[src/design/pll_reconfig_pkg.sv]
package pll_reconfig_pkg;

	////////////////////////////////////////
	// Widths and sizes

	// DRP bus widths of the MMCM
	localparam int DRP_ADDR_W = 7;
	localparam int DRP_DATA_W = 16;

	// Pending write slots, also the starting credit count
	localparam int QUEUE_DEPTH = 4;
	localparam int QUEUE_PTR_W = $clog2(QUEUE_DEPTH);
	// Holds 0 through QUEUE_DEPTH
	localparam int COUNT_W = $clog2(QUEUE_DEPTH + 1);

	// CLKOUT0 through CLKOUT5
	localparam int NUM_OUTPUTS = 6;

	////////////////////////////////////////
	// DRP register map

	localparam logic [DRP_ADDR_W-1:0] REG_CLKOUT5_CLKREG1 = 7'h06;
	localparam logic [DRP_ADDR_W-1:0] REG_CLKOUT5_CLKREG2 = 7'h07;
	localparam logic [DRP_ADDR_W-1:0] REG_CLKOUT0_CLKREG1 = 7'h08;
	localparam logic [DRP_ADDR_W-1:0] REG_CLKOUT0_CLKREG2 = 7'h09;
	localparam logic [DRP_ADDR_W-1:0] REG_CLKOUT1_CLKREG1 = 7'h0a;
	localparam logic [DRP_ADDR_W-1:0] REG_CLKOUT1_CLKREG2 = 7'h0b;
	localparam logic [DRP_ADDR_W-1:0] REG_CLKOUT2_CLKREG1 = 7'h0c;
	localparam logic [DRP_ADDR_W-1:0] REG_CLKOUT2_CLKREG2 = 7'h0d;
	localparam logic [DRP_ADDR_W-1:0] REG_CLKOUT3_CLKREG1 = 7'h0e;
	localparam logic [DRP_ADDR_W-1:0] REG_CLKOUT3_CLKREG2 = 7'h0f;
	localparam logic [DRP_ADDR_W-1:0] REG_CLKOUT4_CLKREG1 = 7'h10;
	localparam logic [DRP_ADDR_W-1:0] REG_CLKOUT4_CLKREG2 = 7'h11;
	localparam logic [DRP_ADDR_W-1:0] REG_CLKFBOUT_CLKREG1 = 7'h14;
	localparam logic [DRP_ADDR_W-1:0] REG_CLKFBOUT_CLKREG2 = 7'h15;
	localparam logic [DRP_ADDR_W-1:0] REG_INDIV = 7'h16;
	localparam logic [DRP_ADDR_W-1:0] REG_POWER_CONFIG = 7'h28;

	// Keep-masks, a set bit preserves the old register bit
	localparam logic [DRP_DATA_W-1:0] MASK_RESERVED_CLKREG1 = 16'h1000;
	localparam logic [DRP_DATA_W-1:0] MASK_CLKREG2_OUT0_FB = 16'h8000;
	localparam logic [DRP_DATA_W-1:0] MASK_CLKREG2_OUT1_4 = 16'hfc00;
	localparam logic [DRP_DATA_W-1:0] MASK_CLKREG2_OUT5 = 16'hc000;
	localparam logic [DRP_DATA_W-1:0] MASK_INDIV = 16'hc000;

	////////////////////////////////////////
	// Bundled signal types

	// VCO command from the host
	typedef struct packed {
		logic en;
		logic [6:0] mult;
		logic [6:0] indiv;
	} vco_cmd_t;

	// Output divider command, phase in eighths of a VCO period
	typedef struct packed {
		logic en;
		logic [2:0] idx;
		logic [7:0] div;
		logic [8:0] phase;
	} output_cmd_t;

	// One masked register write waiting for the engine
	typedef struct packed {
		logic [DRP_ADDR_W-1:0] addr;
		logic [DRP_DATA_W-1:0] wdata;
		logic [DRP_DATA_W-1:0] wmask;
	} reg_write_t;

	// DRP master request
	typedef struct packed {
		logic en;
		logic we;
		logic [DRP_ADDR_W-1:0] addr;
		logic [DRP_DATA_W-1:0] din;
	} drp_req_t;

endpackage

[src/design/pll_reconfig_sequencer.sv]
`timescale 1ns/1ns

module pll_reconfig_sequencer (
	input logic reconfig_clk,
	input logic reset,
	input logic reconfig_start,
	input logic reconfig_finish,
	input logic pll_reset_req,
	input pll_reconfig_pkg::vco_cmd_t vco_cmd,
	input pll_reconfig_pkg::output_cmd_t output_cmd,
	input logic write_done,
	output logic push,
	output pll_reconfig_pkg::reg_write_t push_req,
	output logic busy,
	output logic reconfig_cmd_done,
	output logic pll_reset
);

	typedef enum logic [2:0] {
		BOOT_HOLD,
		IDLE,
		READY,
		ISSUE,
		WAIT_CREDITS
	} state_t;

	state_t state;

	// Free queue slots plus the engine slot
	logic [pll_reconfig_pkg::COUNT_W-1:0] credits;
	logic credits_home;
	logic push_now;
	logic boot_sent;

	// Latched command and position in its write list
	pll_reconfig_pkg::vco_cmd_t vco_lat;
	pll_reconfig_pkg::output_cmd_t out_lat;
	logic cmd_vco;
	logic [1:0] step;
	logic [1:0] last_step;

	// Per-output register selection
	logic [pll_reconfig_pkg::DRP_ADDR_W-1:0] out_reg1;
	logic [pll_reconfig_pkg::DRP_ADDR_W-1:0] out_reg2;
	logic [pll_reconfig_pkg::DRP_DATA_W-1:0] out_mask2;
	pll_reconfig_pkg::reg_write_t next_write;

	// High time in the upper six bits, low time in the lower six
	// Odd values get the extra VCO cycle on the low side
	function automatic logic [11:0] divider_times(input logic [6:0] value);
		logic [5:0] half;
		half = value[6:1];
		return {half, half + {5'd0, value[0]}};
	endfunction

	assign credits_home = (credits == pll_reconfig_pkg::COUNT_W'(pll_reconfig_pkg::QUEUE_DEPTH));
	assign last_step = cmd_vco ? 2'd2 : 2'd1;

	// A push spends a credit, the boot write included
	assign push_now = (credits != '0) &&
		((state == BOOT_HOLD && !boot_sent) || state == ISSUE);

	////////////////////////////////////////
	// Output register lookup

	always_comb begin
		out_reg1 = pll_reconfig_pkg::REG_CLKOUT0_CLKREG1;
		out_reg2 = pll_reconfig_pkg::REG_CLKOUT0_CLKREG2;
		out_mask2 = pll_reconfig_pkg::MASK_CLKREG2_OUT0_FB;
		case (out_lat.idx)
			3'd1: begin
				out_reg1 = pll_reconfig_pkg::REG_CLKOUT1_CLKREG1;
				out_reg2 = pll_reconfig_pkg::REG_CLKOUT1_CLKREG2;
				out_mask2 = pll_reconfig_pkg::MASK_CLKREG2_OUT1_4;
			end
			3'd2: begin
				out_reg1 = pll_reconfig_pkg::REG_CLKOUT2_CLKREG1;
				out_reg2 = pll_reconfig_pkg::REG_CLKOUT2_CLKREG2;
				out_mask2 = pll_reconfig_pkg::MASK_CLKREG2_OUT1_4;
			end
			3'd3: begin
				out_reg1 = pll_reconfig_pkg::REG_CLKOUT3_CLKREG1;
				out_reg2 = pll_reconfig_pkg::REG_CLKOUT3_CLKREG2;
				out_mask2 = pll_reconfig_pkg::MASK_CLKREG2_OUT1_4;
			end
			3'd4: begin
				out_reg1 = pll_reconfig_pkg::REG_CLKOUT4_CLKREG1;
				out_reg2 = pll_reconfig_pkg::REG_CLKOUT4_CLKREG2;
				out_mask2 = pll_reconfig_pkg::MASK_CLKREG2_OUT1_4;
			end
			// CLKOUT5 keeps its two upper bits
			3'd5: begin
				out_reg1 = pll_reconfig_pkg::REG_CLKOUT5_CLKREG1;
				out_reg2 = pll_reconfig_pkg::REG_CLKOUT5_CLKREG2;
				out_mask2 = pll_reconfig_pkg::MASK_CLKREG2_OUT5;
			end
			default: begin
			end
		endcase
	end

	////////////////////////////////////////
	// Write builder for the current step

	always_comb begin
		next_write = '0;
		if (cmd_vco) begin
			case (step)
				// Feedback counter high and low times
				2'd0: begin
					next_write.addr = pll_reconfig_pkg::REG_CLKFBOUT_CLKREG1;
					next_write.wmask = pll_reconfig_pkg::MASK_RESERVED_CLKREG1;
					next_write.wdata[11:0] = divider_times(vco_lat.mult);
				end
				// Edge and no-count, no feedback phase
				2'd1: begin
					next_write.addr = pll_reconfig_pkg::REG_CLKFBOUT_CLKREG2;
					next_write.wmask = pll_reconfig_pkg::MASK_CLKREG2_OUT0_FB;
					next_write.wdata[7] = vco_lat.mult[0];
					next_write.wdata[6] = (vco_lat.mult == 7'd1);
				end
				default: begin
					next_write.addr = pll_reconfig_pkg::REG_INDIV;
					next_write.wmask = pll_reconfig_pkg::MASK_INDIV;
					next_write.wdata[13] = vco_lat.indiv[0];
					next_write.wdata[12] = (vco_lat.indiv == 7'd1);
					next_write.wdata[11:0] = divider_times(vco_lat.indiv);
				end
			endcase
		end else if (step == 2'd0) begin
			// Same clkreg1 layout on every output
			next_write.addr = out_reg1;
			next_write.wmask = pll_reconfig_pkg::MASK_RESERVED_CLKREG1;
			next_write.wdata[15:13] = out_lat.phase[2:0];
			next_write.wdata[11:0] = divider_times(out_lat.div[6:0]);
		end else begin
			next_write.addr = out_reg2;
			next_write.wmask = out_mask2;
			next_write.wdata[7] = out_lat.div[0];
			next_write.wdata[6] = (out_lat.div == 8'd1);
			// Whole-period phase part
			next_write.wdata[5:0] = out_lat.phase[8:3];
		end
	end

	////////////////////////////////////////
	// Mode FSM

	always_ff @(posedge reconfig_clk) begin
		if (reset) begin
			state <= BOOT_HOLD;
			credits <= pll_reconfig_pkg::COUNT_W'(pll_reconfig_pkg::QUEUE_DEPTH);
			boot_sent <= 1'b0;
			busy <= 1'b1;
			pll_reset <= 1'b1;
			reconfig_cmd_done <= 1'b0;
			push <= 1'b0;
			cmd_vco <= 1'b0;
			step <= 2'd0;
		end else begin
			push <= 1'b0;
			reconfig_cmd_done <= 1'b0;

			// Spend on push, refund on each finished DRP write
			credits <= credits - pll_reconfig_pkg::COUNT_W'(push_now)
				+ pll_reconfig_pkg::COUNT_W'(write_done);

			// First write to finish is the power write
			if (write_done)
				busy <= 1'b0;

			case (state)
				BOOT_HOLD: begin
					// Power up every block of the primitive
					if (!boot_sent) begin
						push <= 1'b1;
						push_req <= pll_reconfig_pkg::reg_write_t'{
							addr: pll_reconfig_pkg::REG_POWER_CONFIG,
							wdata: '1,
							wmask: '0
						};
						boot_sent <= 1'b1;
					end else if (reconfig_start) begin
						state <= READY;
						pll_reset <= 1'b1;
					end else if (pll_reset_req) begin
						state <= IDLE;
					end
				end

				IDLE: begin
					// Reset request becomes a single PLL reset cycle
					pll_reset <= pll_reset_req;
					if (reconfig_start) begin
						pll_reset <= 1'b1;
						state <= READY;
					end
				end

				READY: begin
					if (reconfig_finish) begin
						state <= IDLE;
					end else if (credits_home && vco_cmd.en) begin
						vco_lat <= vco_cmd;
						cmd_vco <= 1'b1;
						step <= 2'd0;
						state <= ISSUE;
					end else if (credits_home && output_cmd.en) begin
						out_lat <= output_cmd;
						cmd_vco <= 1'b0;
						step <= 2'd0;
						// Unknown output index completes with no writes
						if (output_cmd.idx < pll_reconfig_pkg::NUM_OUTPUTS)
							state <= ISSUE;
						else
							state <= WAIT_CREDITS;
					end
				end

				// Stalls here while out of credit
				ISSUE: begin
					if (push_now) begin
						push <= 1'b1;
						push_req <= next_write;
						if (step == last_step)
							state <= WAIT_CREDITS;
						else
							step <= step + 2'd1;
					end
				end

				// All writes of the command landed in the DRP
				WAIT_CREDITS: begin
					if (credits_home) begin
						reconfig_cmd_done <= 1'b1;
						state <= READY;
					end
				end

				default: state <= BOOT_HOLD;
			endcase
		end
	end

endmodule

[src/design/drp_write_queue.sv]
`timescale 1ns/1ns

module drp_write_queue (
	input logic reconfig_clk,
	input logic reset,
	input logic push,
	input pll_reconfig_pkg::reg_write_t push_req,
	input logic pop,
	output logic head_valid,
	output pll_reconfig_pkg::reg_write_t head_req
);

	// Entry storage
	pll_reconfig_pkg::reg_write_t mem [pll_reconfig_pkg::QUEUE_DEPTH];

	logic [pll_reconfig_pkg::QUEUE_PTR_W-1:0] wr_ptr;
	logic [pll_reconfig_pkg::QUEUE_PTR_W-1:0] rd_ptr;
	logic [pll_reconfig_pkg::COUNT_W-1:0] count;

	// Wrap back to slot zero after the last one
	function automatic logic [pll_reconfig_pkg::QUEUE_PTR_W-1:0] ptr_next(
		input logic [pll_reconfig_pkg::QUEUE_PTR_W-1:0] ptr
	);
		if (ptr == pll_reconfig_pkg::QUEUE_PTR_W'(pll_reconfig_pkg::QUEUE_DEPTH - 1))
			return '0;
		return ptr + 1'b1;
	endfunction

	assign head_valid = (count != '0);
	assign head_req = mem[rd_ptr];

	always_ff @(posedge reconfig_clk) begin
		if (push)
			mem[wr_ptr] <= push_req;
	end

	////////////////////////////////////////
	// Pointers and occupancy

	// No overflow check, the sequencer credits cap the fill level
	always_ff @(posedge reconfig_clk) begin
		if (reset) begin
			wr_ptr <= '0;
			rd_ptr <= '0;
			count <= '0;
		end else begin
			if (push)
				wr_ptr <= ptr_next(wr_ptr);
			if (pop)
				rd_ptr <= ptr_next(rd_ptr);

			// Simultaneous push and pop leaves the count alone
			if (push && !pop)
				count <= count + 1'b1;
			else if (pop && !push)
				count <= count - 1'b1;
		end
	end

endmodule

[src/design/drp_rmw_engine.sv]
`timescale 1ns/1ns

module drp_rmw_engine (
	input logic reconfig_clk,
	input logic reset,
	input logic head_valid,
	input pll_reconfig_pkg::reg_write_t head_req,
	input logic [pll_reconfig_pkg::DRP_DATA_W-1:0] drp_dout,
	input logic drp_ready,
	output logic pop,
	output pll_reconfig_pkg::drp_req_t drp_req,
	output logic write_done
);

	typedef enum logic [1:0] {
		IDLE,
		READ,
		WRITE
	} state_t;

	state_t state;

	// Request in progress
	pll_reconfig_pkg::reg_write_t cur_req;

	// Take the head whenever nothing is outstanding
	assign pop = (state == IDLE) && head_valid;

	////////////////////////////////////////
	// Read-modify-write FSM

	always_ff @(posedge reconfig_clk) begin
		if (reset) begin
			state <= IDLE;
			drp_req.en <= 1'b0;
			drp_req.we <= 1'b0;
			write_done <= 1'b0;
		end else begin
			// Strobes last one cycle
			drp_req.en <= 1'b0;
			drp_req.we <= 1'b0;
			write_done <= 1'b0;

			case (state)
				// Start with a read of the target register
				IDLE: begin
					if (pop) begin
						cur_req <= head_req;
						drp_req.en <= 1'b1;
						drp_req.addr <= head_req.addr;
						state <= READ;
					end
				end

				// Old bits under the mask, new bits elsewhere
				READ: begin
					if (drp_ready) begin
						drp_req.en <= 1'b1;
						drp_req.we <= 1'b1;
						drp_req.addr <= cur_req.addr;
						drp_req.din <= (drp_dout & cur_req.wmask) |
							(cur_req.wdata & ~cur_req.wmask);
						state <= WRITE;
					end
				end

				// Write acknowledged, hand a credit back
				WRITE: begin
					if (drp_ready) begin
						write_done <= 1'b1;
						state <= IDLE;
					end
				end

				default: state <= IDLE;
			endcase
		end
	end

endmodule

[src/design/pll_reconfig_top.sv]
`timescale 1ns/1ns

module pll_reconfig_top (
	input logic reconfig_clk,
	input logic reset,

	// Host control
	input logic reconfig_start,
	input logic reconfig_finish,
	input logic pll_reset_req,
	input pll_reconfig_pkg::vco_cmd_t vco_cmd,
	input pll_reconfig_pkg::output_cmd_t output_cmd,
	output logic busy,
	output logic reconfig_cmd_done,
	output logic pll_reset,

	// DRP master toward the MMCM
	input logic [pll_reconfig_pkg::DRP_DATA_W-1:0] drp_dout,
	input logic drp_ready,
	output pll_reconfig_pkg::drp_req_t drp_req
);

	////////////////////////////////////////
	// Internal links

	// Sequencer into queue
	logic push;
	pll_reconfig_pkg::reg_write_t push_req;

	// Queue head into engine
	logic pop;
	logic head_valid;
	pll_reconfig_pkg::reg_write_t head_req;

	// Credit return
	logic write_done;

	pll_reconfig_sequencer i_sequencer (
		.reconfig_clk(reconfig_clk),
		.reset(reset),
		.reconfig_start(reconfig_start),
		.reconfig_finish(reconfig_finish),
		.pll_reset_req(pll_reset_req),
		.vco_cmd(vco_cmd),
		.output_cmd(output_cmd),
		.write_done(write_done),
		.push(push),
		.push_req(push_req),
		.busy(busy),
		.reconfig_cmd_done(reconfig_cmd_done),
		.pll_reset(pll_reset)
	);

	drp_write_queue i_queue (
		.reconfig_clk(reconfig_clk),
		.reset(reset),
		.push(push),
		.push_req(push_req),
		.pop(pop),
		.head_valid(head_valid),
		.head_req(head_req)
	);

	drp_rmw_engine i_engine (
		.reconfig_clk(reconfig_clk),
		.reset(reset),
		.head_valid(head_valid),
		.head_req(head_req),
		.drp_dout(drp_dout),
		.drp_ready(drp_ready),
		.pop(pop),
		.drp_req(drp_req),
		.write_done(write_done)
	);

endmodule

[config.mk]
export PLATFORM = sky130hd
export DESIGN_NAME = pll_reconfig_top
export DESIGN_NICKNAME = d
export VERILOG_FILES = /design/src/design/pll_reconfig_pkg.sv /design/src/design/pll_reconfig_sequencer.sv /design/src/design/drp_write_queue.sv /design/src/design/drp_rmw_engine.sv /design/src/design/pll_reconfig_top.sv
export SDC_FILE = /design/constraint.sdc
export NUM_CORES = 1
export LEC_CHECK = 0
export BUFFER_PORTS_ARGS = -buffer_cell sky130_fd_sc_hd__buf_2
export CAP_MARGIN = 5
export CORE_ASPECT_RATIO = 0.5
export CORE_UTILIZATION = 59
export CTS_CLUSTER_DIAMETER = 200
export DETAILED_ROUTE_END_ITERATION = 10
export HOLD_SLACK_MARGIN = 0.08
export PLACE_DENSITY = 0.79
export SLEW_MARGIN = 0
export SYNTH_ARGS = -nofsm -noshare
export SYNTH_HDL_FRONTEND = slang
export SYNTH_SLANG_ARGS = --single-unit
[constraint.sdc]
create_clock -name reconfig_clk -period 4.3 [get_ports reconfig_clk]
set_input_delay 0.43 -clock reconfig_clk [delete_from_list [all_inputs] [get_ports reconfig_clk]]
set_output_delay 0.43 -clock reconfig_clk [all_outputs]
set_load 0.01 [all_outputs]
==> impl_metrics.py <==
metrics = {
    "synthesis": {
        "netlist_area_mm2": 0.00950,
        "synth_top_area_share_pct": 67.0,
        "synth_top_flop_cell": "edfxtp_1",
        "synth_warnings": 0,
        "synthArstFlopShare_pct": 0,
        "synth_top_cell_by_area": "edfxtp_1",
        "ys_types": 55,
        "synth_cells": 577,
        "postSynthAreaPerCell_um2": 16.5,
        "ys_ff_latch": 240,
        "yosys-top-cells-area": "edfxtp_1, mux4_2, dfxtp_1",
        "yosysSeqAreaShare_pct": 72.9,
        "syn_nets": 658,
        "synth-edff-count": 212,
    },
    "clock_network": {
        "root_buffer": "clkbuf_16",
        "htree_levels": 1,
        "cts_tree": "yes",
        "ctsHoldBuffers": 0,
        "cts_buffer_depth": 3,
        "cts.sinks": 240,
        "cts_resized": 0,
        "cts.clk_slew.worst_paths_ns": 0.07,
        "cts_made_buffers": 21,
        "worstSkewPairLatency_ns": 0.49,
        "post_cts_buffers": 0,
    },
    "cells_and_area": {
        "final_nets": 740,
        "synthToLayoutAreaGrowth_pct": 13.6,
        "drive_gt1_share_pct": 23.9,
        "layout_commonest_cell": "edfxtp_1",
        "antenna_cells": 0,
        "final_cell_count_no_fill": 877,
        "mostFrequentLayoutCells": "edfxtp_1, buf_2, nand2_1",
        "final_util_pct": 69.3,
    },
    "placed_design": {
        "routabilityCongestion": 0.854,
        "io_buffers": 74,
        "hpwlAfterDp_um": 10800,
        "dp.cells": 840,
    },
    "floorplanning": {
        "dieArea_mm2": 0.0166,
        "ios": 86,
        "die_x_um": 181,
        "die_h_um": 91.7,
        "rows": 32,
        "coreArea_mm2": 0.0156,
        "start_util_pct": 61.0,
    },
    "timing": {
        "setup_viol": 0,
        "fmax_mhz": 366,
        "finalSetupTns_ns": 0,
        "worst-slew-pin-transition_ns": 1.15,
        "fin_crit_ns": 2.73,
        "fin_worst_skew_ns": 0.0132,
        "report.final.slew_viol_count": 0,
        "rsz0062_at_grt": "false",
        "slew_headroom_pct": 23.0,
        "final.period_utilization_pct": 63.5,
        "hold_viol_final": 0,
    },
    "detailed_routing": {
        "vias": 5159,
        "wl_um": 17300,
        "routed_via_density": 5.88,
        "drtIter0Drc": 571,
        "drc_errors": 0,
        "detail-route-antenna-nets": 0,
        "drt_first_pass_iters": 5,
        "wl_per_cell_um": 19.7,
    },
    "critical_path": {
        "crit_required_ns": 4.49,
        "path_cells": "nor4b_1 -> nand2_1 -> nor4b_2 -> buf_4",
        "end_kind": "register",
        "cp_top_family": "simple AND/OR/NAND/NOR gates",
        "path_buf_inv": 1,
        "crit_slowest_cell": "nor4b_2",
        "max_stage_delay_ns": 0.73,
        "start_kind": "register",
        "path_max_fanout": 15,
        "crit_type": "register to register",
        "arrival_ns": 2.92,
    },
    "power_and_ir_drop": {
        "comb_power_share_pct": 17.4,
        "p_int_mw": 4.41,
        "power_frac_clock_pct": 30.4,
        "swShare_pct": 26.2,
        "pwr-share-seq_pct": 52.2,
        "powerDensity_mw_per_mm2": 554,
        "ir_drop_mv": 0.246,
        "switchingPower_mw": 1.57,
        "p_leak_nw": 3.57,
    },
    "grt": {
        "gr-total-overflow": 0,
        "grt_pass1_wl_um": 26400,
        "grt_usage_pct": 21.2,
        "grt_pass1_vias": 4839,
        "antenna_found_initial": 0,
        "grt_max_degree": 34,
    },
    "min_path": {
        "hp-class": "input port to register",
    },
    "flow_run": {
        "cap_violations": 0,
    },
    "run_status": {
        "status": "complete, no violations",
    },
}
[cell families (layout without fill, tap and decap cells)]
group | count (synthesis) | count (layout) | synth area share (%)
AO/OA/AOI/OAI | 73 | 73 | 4.95
XOR/XNOR | 18 | 18 | 1.66
adder cells (fa/ha/maj) | 24 | 24 | 3.29
buffers and inverters | 42 | 138 | 1.74
flip-flops | 240 | 240 | 72.9
multiplexers | 44 | 44 | 8.21
other | 1 | 1 | 0.0395
AND/OR/NAND/NOR | 135 | 135 | 7.19
[area by class of cell]
type                       instances  area [um2]
clock buffer                      28         576
clock inverter                     9        78.8
fill                             986        4790
inverter                          16        60.1
multi-input combinational        295        2440
sequential                       240        6930
tap                              204         255
timing repair buffer              85         453
[flip-flops by register name, indices dropped and copies added (netlist names), 2 cells and up, named ones only]
signal and count:
i_sequencer.step 2, i_sequencer.out_lat 20, i_sequencer.push_req 26, i_queue.wr_ptr 2
i_engine.drp_req 24, i_queue.count 3, i_sequencer.state 3, i_queue.mem 104
i_queue.rd_ptr 2, i_sequencer.vco_lat 14, i_sequencer.credits 3, i_engine.state 2
i_engine.cur_req 26
[through the flow]
| step | power, mW | cell area, um2 | setup slack (ns) | hold slack, ns |
|---|---|---|---|---|
| after global placement | 4.14 | 10100 | 1.65 | 0.402 |
| after CTS | 6.01 | 10800 | 1.54 | 0.0975 |
| final | 5.98 | 10800 | 1.57 | 0.107 |
| after global routing | 6.22 | 10800 | 1.30 | 0.0920 |
| after floorplan | 3.88 | 9500 | 0.652 | 0.400 |
| after detailed placement | 4.20 | 10100 | 1.57 | 0.405 |
[metal layers]
| metal | GRT usage (%) | vias up | share of wire, % |
|---|---|---|---|
| li1 | - | 2384 | - |
| met1 | 31.6 | 2498 | 45 |
| met2 | 32.6 | 247 | 45 |
| met3 | 4.17 | 30 | 8.0 |
| met4 | 5.30 | 0 | 2.2 |
| met5 | 0 | - | 0 |
[power groups by stage]
stage / Clock, mW / Sequential [mW] / Combinational [mW]
floorplan: 0 / 3.12 / 0.754
global placement: 0 / 3.14 / 1.00
detailed placement: 0 / 3.16 / 1.04
CTS: 1.84 / 3.12 / 1.05
global route: 1.93 / 3.15 / 1.14
finish: 1.82 / 3.12 / 1.04
[Yosys cell counts (7+ instances only)]
library cell and instances:
mux2_2 11, xnor2_1 13, nor3_1 13, edfxtp_1 212
mux2i_1 7, a21oi_1 22, nand2_1 35, dfxtp_1 28
ha_1 21, nand3_1 11, o21ai_0 18, inv_1 16
mux4_2 26, nor2_1 32, clkbuf_1 20
[final timing paths]
path                              from                 endpoint  slack (ns)  cells past startpoint
setup / recovery  i_sequencer.state[1]   i_sequencer.out_lat[6]        1.57                      4
hold / removal          output_cmd[15]  i_sequencer.out_lat[15]        0.11                      1
setup reg to reg  i_sequencer.state[1]   i_sequencer.out_lat[6]        1.57                      4
hold reg to reg   i_engine.cur_req[18]      i_engine.drp_req[2]        0.42                      0
No activity file was read; power rests on OpenSTA's default activity.
